$ cat config.mk
export PLATFORM = sky130hd
export DESIGN_NAME = hps_io
export DESIGN_NICKNAME = d
export VERILOG_FILES = /design/src/hps_cmd_pkg.sv /design/src/hps_file_pkg.sv /design/src/file_loader.sv /design/src/hps_cmd_decoder.sv /design/src/hps_io.sv /design/src/ps2_key_decoder.sv
export VERILOG_INCLUDE_DIRS = /design/src
export SDC_FILE = /design/constraint.sdc
export NUM_CORES = 1
export LEC_CHECK = 0
export CAP_MARGIN = 20
export CORE_MARGIN = 10
export CORE_UTILIZATION = 30
export DETAILED_ROUTE_END_ITERATION = 10
export DONT_BUFFER_PORTS = 1
export SLEW_MARGIN = 20
export SYNTH_ARGS = -nofsm -noshare
export SYNTH_HDL_FRONTEND = slang
export SYNTH_SLANG_ARGS = --single-unit
$ cat constraint.sdc
create_clock -name clk_sys -period 5.3 [get_ports clk_sys]
set_clock_uncertainty 0.05 [all_clocks]
set_input_delay 0.53 -clock clk_sys [delete_from_list [all_inputs] [get_ports clk_sys]]
set_output_delay 0.53 -clock clk_sys [all_outputs]
set_load 0.02 [all_outputs]
$ cat src/hps_defs.svh
////////////////////
// widths and fixed field positions of the host command port
// include wherever one of these is needed
////////////////////
`ifndef HPS_DEFS_SVH
`define HPS_DEFS_SVH

// host link words
`define HPS_WORD_W        16
`define HPS_CNT_W         8

// file channel
`define HPS_DATA_W        8
`define HPS_ADDR_W        27
`define HPS_UPLOAD_MARK   8'hAA

// user registers
`define HPS_JOY_W         32
`define HPS_STATUS_W      128
`define HPS_STATUS_WORDS  8
`define HPS_CFG_SCANDBL   4
`define HPS_CFG_DIRECT    10
`define HPS_SKIP_MARK     8'hFF
`define HPS_SET_TAG       4'hA

`endif

$ cat src/hps_cmd_pkg.sv
////////////////////
// opcodes of the user command channel
////////////////////
`include "hps_defs.svh"

package hps_cmd_pkg;

	// first word of an io_enable frame
	typedef enum logic [`HPS_WORD_W-1:0] {
		cmd_none       = 16'h0000,
		cmd_cfg        = 16'h0001,
		cmd_joy0       = 16'h0002,
		cmd_joy1       = 16'h0003,
		cmd_kbd        = 16'h0005,
		// readbacks
		cmd_conf_str   = 16'h0014,
		cmd_status     = 16'h001E,
		cmd_status_set = 16'h0029
	} uio_cmd_e;

endpackage

$ cat src/hps_file_pkg.sv
////////////////////
// opcodes and transfer modes of the file channel
////////////////////
package hps_file_pkg;

	// first word of an fp_enable frame, low byte only
	typedef enum logic [7:0] {
		file_tx     = 8'h53,
		file_tx_dat = 8'h54,
		file_index  = 8'h55
	} fio_cmd_e;

	// direction of the running transfer
	typedef enum logic [1:0] {
		xfer_idle     = 2'd0,
		xfer_download = 2'd1,
		xfer_upload   = 2'd2
	} xfer_mode_e;

endpackage

$ cat src/file_loader.sv
////////////////////
// file channel: download writes to the core, upload reads from it
////////////////////
`timescale 1ns/1ns
`include "hps_defs.svh"

module file_loader (
	input  logic                   clk_sys,
	input  logic                   reset,
	input  logic                   io_strobe,
	input  logic                   fp_enable,
	input  logic [`HPS_WORD_W-1:0] io_din,
	output logic [`HPS_WORD_W-1:0] fp_dout,
	output logic                   ioctl_download,
	output logic                   ioctl_upload,
	output logic                   ioctl_wr,
	output logic                   ioctl_rd,
	output logic [`HPS_WORD_W-1:0] ioctl_index,
	output logic [`HPS_ADDR_W-1:0] ioctl_addr,
	output logic [`HPS_DATA_W-1:0] ioctl_dout,
	input  logic [`HPS_DATA_W-1:0] ioctl_din
);

	hps_file_pkg::fio_cmd_e cmd;
	hps_file_pkg::xfer_mode_e mode;
	logic [`HPS_CNT_W-1:0] cnt;
	// next download address
	logic [`HPS_ADDR_W-1:0] addr;
	logic wr;

	assign ioctl_download = mode == hps_file_pkg::xfer_download;
	assign ioctl_upload = mode == hps_file_pkg::xfer_upload;

	always_ff @(posedge clk_sys) begin
		if (reset) begin
			mode <= hps_file_pkg::xfer_idle;
			cnt <= '0;
			wr <= 1'b0;
			ioctl_wr <= 1'b0;
			ioctl_rd <= 1'b0;
			fp_dout <= '0;
		end else begin
			// write strobe trails the address and data by one cycle
			ioctl_wr <= wr;
			wr <= 1'b0;
			ioctl_rd <= 1'b0;
			if (!fp_enable) begin
				cnt <= '0;
			end else if (io_strobe) begin
				if (cnt != {`HPS_CNT_W{1'b1}})
					cnt <= cnt + 1'b1;
				if (cnt == 0) begin
					cmd <= hps_file_pkg::fio_cmd_e'(io_din[7:0]);
				end else begin
					case (cmd)
						hps_file_pkg::file_index: ioctl_index <= io_din;
						hps_file_pkg::file_tx: begin
							if (cnt == 1) begin
								if (io_din[7:0] == `HPS_UPLOAD_MARK) begin
									mode <= hps_file_pkg::xfer_upload;
									ioctl_addr <= '0;
									ioctl_rd <= 1'b1;
								end else if (io_din[7:0] != 8'h00) begin
									mode <= hps_file_pkg::xfer_download;
									addr <= '0;
								end else begin
									// end of transfer, show the final length
									if (mode == hps_file_pkg::xfer_download)
										ioctl_addr <= addr;
									mode <= hps_file_pkg::xfer_idle;
								end
							end else if (cnt == 2) begin
								ioctl_addr[`HPS_WORD_W-1:0] <= io_din;
								addr[`HPS_WORD_W-1:0] <= io_din;
							end else if (cnt == 3) begin
								ioctl_addr[`HPS_ADDR_W-1:`HPS_WORD_W] <=
									io_din[`HPS_ADDR_W-`HPS_WORD_W-1:0];
								addr[`HPS_ADDR_W-1:`HPS_WORD_W] <=
									io_din[`HPS_ADDR_W-`HPS_WORD_W-1:0];
							end
						end
						hps_file_pkg::file_tx_dat: begin
							if (mode == hps_file_pkg::xfer_download) begin
								ioctl_addr <= addr;
								ioctl_dout <= io_din[`HPS_DATA_W-1:0];
								wr <= 1'b1;
								addr <= addr + 1'b1;
							end else if (mode == hps_file_pkg::xfer_upload) begin
								ioctl_addr <= ioctl_addr + 1'b1;
								fp_dout <= {{(`HPS_WORD_W-`HPS_DATA_W){1'b0}}, ioctl_din};
								ioctl_rd <= 1'b1;
							end
						end
						default: ;
					endcase
				end
			end
		end
	end

	// write pulses belong to a download, read pulses to an upload
	a_wr_in_download: assert property (@(posedge clk_sys) disable iff (reset)
		ioctl_wr |-> ioctl_download);

	a_rd_in_upload: assert property (@(posedge clk_sys) disable iff (reset)
		ioctl_rd |-> ioctl_upload);

endmodule

$ cat src/hps_cmd_decoder.sv
////////////////////
// user command channel: config, joystick and status registers,
// status-set request and config string readback
////////////////////
`timescale 1ns/1ns
`include "hps_defs.svh"

module hps_cmd_decoder #(
	parameter conf_str = "CORE;"
) (
	input  logic                     clk_sys,
	input  logic                     reset,
	input  logic                     io_strobe,
	input  logic                     io_enable,
	input  logic [`HPS_WORD_W-1:0]   io_din,
	output logic [`HPS_WORD_W-1:0]   uio_dout,
	output logic [1:0]               buttons,
	output logic                     forced_scandoubler,
	output logic                     direct_video,
	output logic [`HPS_JOY_W-1:0]    joystick_0,
	output logic [`HPS_JOY_W-1:0]    joystick_1,
	output logic [`HPS_STATUS_W-1:0] status,
	input  logic [`HPS_STATUS_W-1:0] status_in,
	input  logic                     status_set,
	output logic [10:0]              ps2_key
);

	localparam int strlen = $bits(conf_str) / 8;
	localparam int widx_w = $clog2(`HPS_STATUS_WORDS);

	hps_cmd_pkg::uio_cmd_e cmd;
	logic [`HPS_CNT_W-1:0] cnt;
	logic [`HPS_WORD_W-1:0] cfg;
	logic [`HPS_STATUS_W-1:0] status_req;
	logic [3:0] set_cnt;
	logic status_set_d;
	logic set_rise;
	logic [7:0] conf_byte;
	logic [widx_w-1:0] widx;
	logic in_status;

	assign buttons = cfg[1:0];
	assign forced_scandoubler = cfg[`HPS_CFG_SCANDBL];
	assign direct_video = cfg[`HPS_CFG_DIRECT];

	// data word n maps to status word n-1
	assign widx = widx_w'(cnt - 1'b1);
	assign in_status = (cnt != 0) && (cnt <= `HPS_STATUS_WORDS);

	// character n of the string, leftmost first
	always_comb begin
		conf_byte = 8'h00;
		if (cnt != 0 && int'(cnt) <= strlen)
			conf_byte = conf_str[(strlen - int'(cnt)) * 8 +: 8];
	end

	////////////////////
	// status-set request from the core

	assign set_rise = status_set && !status_set_d;

	always_ff @(posedge clk_sys) begin
		if (reset) begin
			status_set_d <= 1'b0;
			set_cnt <= '0;
		end else begin
			status_set_d <= status_set;
			if (set_rise)
				set_cnt <= set_cnt + 4'd1;
		end
	end

	always_ff @(posedge clk_sys) begin
		if (set_rise)
			status_req <= status_in;
	end

	////////////////////
	// command framing and register writes

	always_ff @(posedge clk_sys) begin
		if (reset) begin
			cmd <= hps_cmd_pkg::cmd_none;
			cnt <= '0;
			uio_dout <= '0;
			cfg <= '0;
			joystick_0 <= '0;
			joystick_1 <= '0;
			status <= '0;
		end else if (!io_enable) begin
			cmd <= hps_cmd_pkg::cmd_none;
			cnt <= '0;
			uio_dout <= '0;
		end else if (io_strobe) begin
			uio_dout <= '0;
			if (cnt != {`HPS_CNT_W{1'b1}})
				cnt <= cnt + 1'b1;
			if (cnt == 0) begin
				cmd <= hps_cmd_pkg::uio_cmd_e'(io_din);
				// reply to the opcode itself
				if (io_din == hps_cmd_pkg::cmd_status_set)
					uio_dout <= {8'h00, `HPS_SET_TAG, set_cnt};
			end else begin
				case (cmd)
					hps_cmd_pkg::cmd_cfg: cfg <= io_din;
					hps_cmd_pkg::cmd_joy0: begin
						if (cnt == 1)
							joystick_0[`HPS_WORD_W-1:0] <= io_din;
						else
							joystick_0[`HPS_JOY_W-1:`HPS_WORD_W] <= io_din;
					end
					hps_cmd_pkg::cmd_joy1: begin
						if (cnt == 1)
							joystick_1[`HPS_WORD_W-1:0] <= io_din;
						else
							joystick_1[`HPS_JOY_W-1:`HPS_WORD_W] <= io_din;
					end
					hps_cmd_pkg::cmd_status: begin
						if (in_status)
							status[widx * `HPS_WORD_W +: `HPS_WORD_W] <= io_din;
					end
					hps_cmd_pkg::cmd_status_set: begin
						if (in_status)
							uio_dout <= status_req[widx * `HPS_WORD_W +: `HPS_WORD_W];
					end
					hps_cmd_pkg::cmd_conf_str: uio_dout <= {8'h00, conf_byte};
					default: ;
				endcase
			end
		end
	end

	ps2_key_decoder u_key (
		.clk_sys   (clk_sys),
		.reset     (reset),
		.io_strobe (io_strobe),
		.io_enable (io_enable),
		.io_din    (io_din),
		.cmd       (cmd),
		.ps2_key   (ps2_key)
	);

	// long frames park the counter, so word 0 is seen once per frame
	a_cnt_no_wrap: assert property (@(posedge clk_sys) disable iff (reset)
		(io_enable && cnt != 0) |=> (cnt != 0));

endmodule

$ cat src/hps_io.sv
////////////////////
// host command port, joins the user and file channels
////////////////////
`timescale 1ns/1ns
`include "hps_defs.svh"

module hps_io #(
	parameter conf_str = "CORE;"
) (
	input  logic                     clk_sys,
	input  logic                     reset,
	input  logic                     io_strobe,
	input  logic                     io_enable,
	input  logic                     fp_enable,
	input  logic [`HPS_WORD_W-1:0]   io_din,
	output logic [`HPS_WORD_W-1:0]   io_dout,
	output logic [1:0]               buttons,
	output logic                     forced_scandoubler,
	output logic                     direct_video,
	output logic [`HPS_JOY_W-1:0]    joystick_0,
	output logic [`HPS_JOY_W-1:0]    joystick_1,
	output logic [`HPS_STATUS_W-1:0] status,
	input  logic [`HPS_STATUS_W-1:0] status_in,
	input  logic                     status_set,
	output logic [10:0]              ps2_key,
	output logic                     ioctl_download,
	output logic                     ioctl_upload,
	output logic                     ioctl_wr,
	output logic                     ioctl_rd,
	output logic [`HPS_WORD_W-1:0]   ioctl_index,
	output logic [`HPS_ADDR_W-1:0]   ioctl_addr,
	output logic [`HPS_DATA_W-1:0]   ioctl_dout,
	input  logic [`HPS_DATA_W-1:0]   ioctl_din
);

	logic [`HPS_WORD_W-1:0] uio_dout;
	logic [`HPS_WORD_W-1:0] fp_dout;

	// file channel owns the return word while its frame is open
	assign io_dout = fp_enable ? fp_dout : uio_dout;

	hps_cmd_decoder #(
		.conf_str (conf_str)
	) u_cmd (
		.clk_sys            (clk_sys),
		.reset              (reset),
		.io_strobe          (io_strobe),
		.io_enable          (io_enable),
		.io_din             (io_din),
		.uio_dout           (uio_dout),
		.buttons            (buttons),
		.forced_scandoubler (forced_scandoubler),
		.direct_video       (direct_video),
		.joystick_0         (joystick_0),
		.joystick_1         (joystick_1),
		.status             (status),
		.status_in          (status_in),
		.status_set         (status_set),
		.ps2_key            (ps2_key)
	);

	file_loader u_file (
		.clk_sys        (clk_sys),
		.reset          (reset),
		.io_strobe      (io_strobe),
		.fp_enable      (fp_enable),
		.io_din         (io_din),
		.fp_dout        (fp_dout),
		.ioctl_download (ioctl_download),
		.ioctl_upload   (ioctl_upload),
		.ioctl_wr       (ioctl_wr),
		.ioctl_rd       (ioctl_rd),
		.ioctl_index    (ioctl_index),
		.ioctl_addr     (ioctl_addr),
		.ioctl_dout     (ioctl_dout),
		.ioctl_din      (ioctl_din)
	);

endmodule

$ cat src/ps2_key_decoder.sv
////////////////////
// turns the scan bytes of one keyboard command into a key event
////////////////////
`timescale 1ns/1ns
`include "hps_defs.svh"

module ps2_key_decoder (
	input  logic                   clk_sys,
	input  logic                   reset,
	input  logic                   io_strobe,
	input  logic                   io_enable,
	input  logic [`HPS_WORD_W-1:0] io_din,
	input  hps_cmd_pkg::uio_cmd_e  cmd,
	output logic [10:0]            ps2_key
);

	localparam logic [7:0] break_code = 8'hF0;
	localparam logic [7:0] ext_code = 8'hE0;

	logic [31:0] key_raw;
	logic skip;
	logic enable_d;
	logic pressed;
	logic extended;
	logic key_done;

	// E0 sits before the key byte, or before F0 on a release
	assign pressed = key_raw[15:8] != break_code;
	assign extended = pressed ? (key_raw[15:8] == ext_code) : (key_raw[23:16] == ext_code);
	assign key_done = enable_d && !io_enable && cmd == hps_cmd_pkg::cmd_kbd && !skip;

	always_ff @(posedge clk_sys) begin
		if (reset) begin
			enable_d <= 1'b0;
			skip <= 1'b0;
			ps2_key <= '0;
		end else begin
			enable_d <= io_enable;
			if (key_done)
				ps2_key <= {~ps2_key[10], pressed, extended, key_raw[7:0]};
			if (!io_enable)
				skip <= 1'b0;
			else if (io_strobe && cmd == hps_cmd_pkg::cmd_kbd && io_din[15:8] == `HPS_SKIP_MARK)
				skip <= 1'b1;
		end
	end

	// scan byte history, newest in the low byte
	always_ff @(posedge clk_sys) begin
		if (io_enable && io_strobe) begin
			if (cmd == hps_cmd_pkg::cmd_none) begin
				if (io_din == hps_cmd_pkg::cmd_kbd)
					key_raw <= '0;
			end else if (cmd == hps_cmd_pkg::cmd_kbd && io_din[15:8] != `HPS_SKIP_MARK && !skip) begin
				key_raw <= {key_raw[23:0], io_din[7:0]};
			end
		end
	end

	a_key_on_fall: assert property (@(posedge clk_sys) disable iff (reset)
		$changed(ps2_key) |-> ($past(io_enable, 2) && !$past(io_enable)));

endmodule

=== After elaboration in Yosys (flattened, before gate mapping) ===
Index checks and enable logic that the tools add are counted.

* Input bits: 158
* Output and inout port bits: 278
* Bits in registers: 520
* Word-level logic and storage cells: 167

* Equal/unequal tests: 36
* Reduce and logical (&&, ||, !) cells: 44
* Shift operators: 4
* Order comparisons: 2
* Bitwise logic cells: 10
* Add/subtract/negate cells: 8
* Mux-type cells: 34

{| class="wikitable"
|+ Operators with widths
! operator !! number
|-
| 27-bit two-way mux || 10
|-
| 128-bit bitwise mux || 1
|-
| 16-bit by 34-bit variable shift with 128-bit output (first input constant) || 1
|-
| 128-bit by 8-bit variable part select with 16-bit output || 1
|-
| 16-bit by 34-bit variable part select with 128-bit output || 1
|-
| 27-bit one-hot mux with 2 select lines || 2
|-
| 24-bit two-way mux || 3
|-
| 16-bit two-way mux || 4
|-
| 27-bit by 1-bit adder with 27-bit output (second input constant) || 2
|-
| 40-bit by 32-bit variable part select with 8-bit output (first input constant) || 1
|-
| 5-bit AND reduction || 7
|-
| 7-bit negation with 34-bit output || 1
|-
| 16-bit by 2-bit == test with 1-bit output (second input constant) || 2
|-
| 16-bit by 3-bit == test with 1-bit output (second input constant) || 2
|-
| 16-bit by 5-bit == test with 1-bit output (second input constant) || 2
|-
| 16-bit by 6-bit == test with 1-bit output (second input constant) || 2
|-
| 8-bit == test (second input constant) || 4
|-
| 8-bit inequality test (second input constant) || 4
|-
| 16-bit one-hot mux with 2 select lines || 1
|-
| 8-bit by 7-bit == test with 1-bit output (second input constant) || 3
|-
| 11-bit two-way mux || 2
|-
| 10-bit AND reduction || 2
|-
| 9-bit AND reduction || 2
|-
| 8-bit by 1-bit adder with 8-bit output (second input constant) || 2
|-
| other kinds (34) || 76
|}

=== Logic depth before layout (Yosys ltp) ===
* Word-level depth: 6
* Depth in mapped cells: 13
* Gate-level depth less buffers: 10

=== Modules after synthesis ===
Synthesis repeated with hierarchy kept, for this count alone.

* Cells, all modules: 1907
* Area total of the unflattened synthesis: 21898.5 um^2

{| class="wikitable"
|+ By module, submodules not included
! module !! area an instance (um^2) !! seq. area each (um^2) !! instances !! cells each
|-
| hps_cmd_decoder || 14701.6 || 8668.3 || 1 || 1273
|-
| file_loader || 5360.1 || 3002.9 || 1 || 484
|-
| ps2_key_decoder || 1587.8 || 980.9 || 1 || 132
|-
| hps_io || 249.0 || 0.0 || 1 || 18
|}

=== Worst setup path before layout ===
No wires, ideal clock.

* Path kind: input to register
* Start: in status_set
* End: reg u_cmd.set_cnt[3]
* Arrival time: 4.976 ns
* Path buffers: 1
* Library setup time: 0.065 ns
* Data required time: 5.185 ns
* Path slack: 0.209 ns
* Stages: 5
* Cells stage by stage: nor2b_1 clkbuf_1 nand4_1 xor2_1 nor2_1

* Cells in the longest elaborated chain, start to end: 1

{| class="wikitable"
|+ RTL lines
! what !! line !! RTL
|-
| start: declaration || hps_io.sv:24 || <nowiki>input logic status_set,</nowiki>
|-
| 1-bit logical AND || hps_cmd_decoder.sv:60 || <nowiki>assign set_rise = status_set && !status_set_d;</nowiki>
|-
| named net u_cmd.set_rise || hps_cmd_decoder.sv:37 || <nowiki>logic set_rise;</nowiki>
|-
| end signal: assignment || hps_cmd_decoder.sv:69 || <nowiki>set_cnt <= set_cnt + 4'd1;</nowiki>
|-
| end: declaration || hps_cmd_decoder.sv:35 || <nowiki>logic [3:0] set_cnt;</nowiki>
|}

The timed path passes the listed nets, and every way through them passes these cells.
A chain may end at the register's enable or synchronous reset.

=== Final worst setup path ===
* Start: reg u_cmd.cnt[1]
* End: reg u_cmd.status[70]

* Cells in the longest elaborated chain, start to end: 4
* Elaborated cells between the ends (all ways): 11
* Those cells by class: add/sub (2); order compare (1); shift (2); mux (1); bitwise (1); reduce/logical (4)

{| class="wikitable"
|+ RTL lines
! what !! line !! RTL
|-
| start: declaration || hps_cmd_decoder.sv:32 || <nowiki>logic [`HPS_CNT_W-1:0] cnt;</nowiki>
|-
| start signal: assignment || hps_cmd_decoder.sv:97 || <nowiki>cnt <= cnt + 1'b1;</nowiki>
|-
| 3-bit by 1-bit subtractor with 3-bit output || hps_cmd_decoder.sv:47 || <nowiki>assign widx = widx_w'(cnt - 1'b1);</nowiki>
|-
| 7-bit negation with 34-bit output || hps_cmd_decoder.sv:120 || <nowiki>status[widx * `HPS_WORD_W +: `HPS_WORD_W] <= io_din;</nowiki>
|-
| 16-bit by 34-bit variable part select with 128-bit output or 16-bit by 34-bit variable shift with 128-bit output (tied branches) || hps_cmd_decoder.sv:120 ||
|-
| 128-bit bitwise mux || hps_cmd_decoder.sv:120 ||
|-
| end signal: indexed assignment || hps_cmd_decoder.sv:120 ||
|-
| end: declaration || hps_cmd_decoder.sv:22 || <nowiki>output logic [`HPS_STATUS_W-1:0] status,</nowiki>
|}

Parallel ways exist; a longest one is shown, timed or not.

==> flow_metrics.py <==
metrics = {
    "synthesis": {
        "synth_xor_area_share_pct": 2.93,
        "netlist.area_leader.share_pct": 33.7,
        "synth_edf_count": 238,
        "synth_simple_gate_area_share_pct": 19.5,
        "yosysSeqAreaShare_pct": 59.6,
        "netlist_area_um2": 21200,
        "yosysMostFrequentCell": "nand2_1",
        "ys_warn_count": 0,
        "async_flop_share_pct": 0,
        "synth_top_family_by_area": "simple AND/OR/NAND/NOR gates",
        "synth_nets": 2112,
        "synth_top_area_cell": "edfxtp_1",
        "syn_avg_cell_area_um2": 11.0,
        "synth_common_cells": "334 x nand2_1, 275 x dfxtp_1, 238 x edfxtp_1",
        "synth.area.mux_share_pct": 6.62,
        "synth-compound-area-share_pct": 7.47,
        "synth_seq_cells": 513,
        "yosys_most_used_dff": "dfxtp_1",
        "netlist_instances": 1933,
        "yosysUniqueCellTypes": 62,
        "synthTopCellsByArea": "edfxtp_1 34%, dfxtp_1 26%, nand2_1 5.9%",
        "synth_fa_ha_area_share_pct": 1.24,
    },
    "setup_path": {
        "cp_max_fo": 18,
        "startpoint_type": "flip-flop",
        "path_buf_inv": 4,
        "end_kind": "flip-flop",
        "crit_family": "simple AND/OR/NAND/NOR gates",
        "criticalPathCategory": "reg -> reg",
        "arrival_ns": 4.23,
        "regToRegSetupSlack_ns": 1.48,
        "crit_chain": "inv_1, ha_1, xor2_2, buf_4, clkinv_1, ha_1, nand2_1, nor3_2, buf_4, nand3_1, nand2_1, a21oi_1",
        "cp_slowest_stage_delay_ns": 0.57,
        "slowest_stage": "dfxtp_1",
        "crit_required_ns": 5.71,
    },
    "floorplan": {
        "rows": 97,
        "die_area_um2": 81800,
        "pin_count": 436,
        "fp.dieH_um": 286,
        "chipWidth_um": 286,
        "initial_utilization_pct": 30.3,
        "fp.coreArea_um2": 70000,
    },
    "timing": {
        "drv_slew": 0,
        "setup-tns-final_ns": 0,
        "final-setup-viol-count": 0,
        "fin_crit_sh_pct": 72.2,
        "rsz0062_at_grt": "no",
        "finalHoldViolations": 0,
        "maxSlewHeadroom_pct": 28.7,
        "tightest_slew_ns": 1.07,
        "max_freq_mhz": 261,
        "min_period_ns": 3.82,
    },
    "final_layout": {
        "drive_gt1_share_pct": 8.78,
        "finalNonFillerCells": 3028,
        "fillCellCount": 6774,
        "seq_area_um2": 12700,
        "nets": 2216,
        "design_area_um2": 25600,
        "area_growth_pct": 20.8,
        "multi_input_area_um2": 8080,
    },
    "drt": {
        "antenna_left": 0,
        "drt-initial-drc-count": 1410,
        "num_vias": 15700,
        "drt_pre_antenna_iters": 5,
        "post_drt_wl_per_cell_um": 24.6,
        "drt_wl_total_mm": 74.4,
        "via_per_inst": 5.18,
        "drc": 0,
    },
    "power": {
        "switchingPower_mw": 1.93,
        "p_sw_share_pct": 21.8,
        "p_int_mw": 6.92,
        "clock_power_share_pct": 46.7,
        "power.density_nw_per_um2": 345,
        "pwr-share-seq_pct": 48.2,
        "p_comb_share_pct": 5.1,
        "peakVddDrop_v": 0.000311,
        "leakage_nw": 8.62,
    },
    "clock_tree": {
        "insertion_delay_ns": 0.61,
        "clock_sinks": 513,
        "post_cts_resized": 0,
        "ctsLongestPathBuffers": 3,
        "cts_tree": "done",
        "cts_setup_buffers": 0,
        "htreeDepth": 2,
        "cts.clk_slew.worst_paths_ns": 0.07,
        "root_buffer": "clkbuf_16",
        "cts_hold_buf": 152,
        "cts_made_buffers": 56,
    },
    "worst_hold_path": {
        "hp-class": "in -> reg",
    },
    "status": {
        "status": "complete, no violations",
    },
    "placement": {
        "port_buffers": 0,
        "place_congestion": 0.872,
        "placed_cell_area_um2": 22100,
        "dp_cells": 2767,
        "dp_hpwl_mm": 48.0,
    },
    "job": {
        "maxCapViolations": 0,
    },
    "grt": {
        "antenna_found_initial": 6,
        "globalRouteTotalUtil_pct": 17.5,
        "grt_pass1_wl_mm": 108,
        "first_global_vias": 15500,
        "grt_max_degree": 223,
        "grt_overflow_total": 0,
    },
}
[state kept, by name, summed over array words and instances (netlist names), 24 cells and up]
name                 cells
u_cmd.joystick_0        32
u_cmd.joystick_1        32
u_cmd.status           128
u_cmd.status_req       128
u_cmd.u_key.key_raw     24
u_file.addr             27
u_file.ioctl_addr       27
[worst paths after layout]
kind                           start                  to  depth (start not counted)
hold / removal             io_strobe  u_cmd.uio_dout[14]                          2
hold reg to reg   u_cmd.uio_dout[15]  u_cmd.uio_dout[15]                          2
setup / recovery        u_cmd.cnt[1]    u_cmd.status[70]                         12
setup reg to reg        u_cmd.cnt[1]    u_cmd.status[70]                         12
[power by group through the flow]
stage	Sequential (mW)	Combinational [mW]	Clock [mW]
detailed placement	4.35	0.340	0
finish	4.27	0.450	4.13
global route	4.27	0.494	4.38
floorplan	4.34	0.291	0
CTS	4.27	0.451	4.20
global placement	4.35	0.335	0
[cells by family (layout without fill, tap and decap cells)]
logic type | count (synthesis) | in the layout
AOI/OAI and AO/OA | 285 | 285
buffers and inverters | 142 | 293
DFF | 513 | 513
other | 0 | 4
and+or+nand+nor | 803 | 803
muxes | 99 | 99
adders and majority gates | 21 | 21
xor gates and xnor gates | 70 | 70
[area by class of cell]
type                       count  share of cell area, %
multi-input combinational   1278                   31.5
tap                          940                   4.59
antenna                        4                 0.0391
timing repair buffer         170                   6.51
inverter                      18                  0.264
clock buffer                  77                   6.30
clock inverter                28                   1.37
sequential                   513                   49.4
[per-layer routing]
metal  up-vias  track usage (%)  share of wire, %
met5         -                0             0.017
met4         2             5.38               2.6
met3       125             6.14                10
met2       747             29.3                48
met1      7644             20.7                39
li1       7166                -                 -
[placed cells by master, fill, tap and decap left out, types with 32 or more instances in the layout]
cell type and count:
dfxtp_1 274, nand3b_1 101, nand3_1 48, nor2b_1 44, xor2_1 35, dlygate4sd3_1 152, o21ai_0 99, mux2i_1 57
clkbuf_16 60, mux4_2 32, edfxtp_1 238, nand2_1 334, nor2_1 102, xnor2_1 34, o21ai_1 33, nand4_1 43
a21oi_1 102
[stage by stage]
step	hold slack [ns]	setup WS, ns	total power, mW	util, %
floorplan	0.364	0.209	4.63	-
global placement	0.386	1.30	4.68	31.6
detailed placement	0.395	1.46	4.69	31.6
CTS	0.000428	1.45	8.92	36.6
global route	0.00629	0.955	9.15	36.6
finish	0.0339	1.48	8.85	36.6
Power figures use the tool's default switching activity.
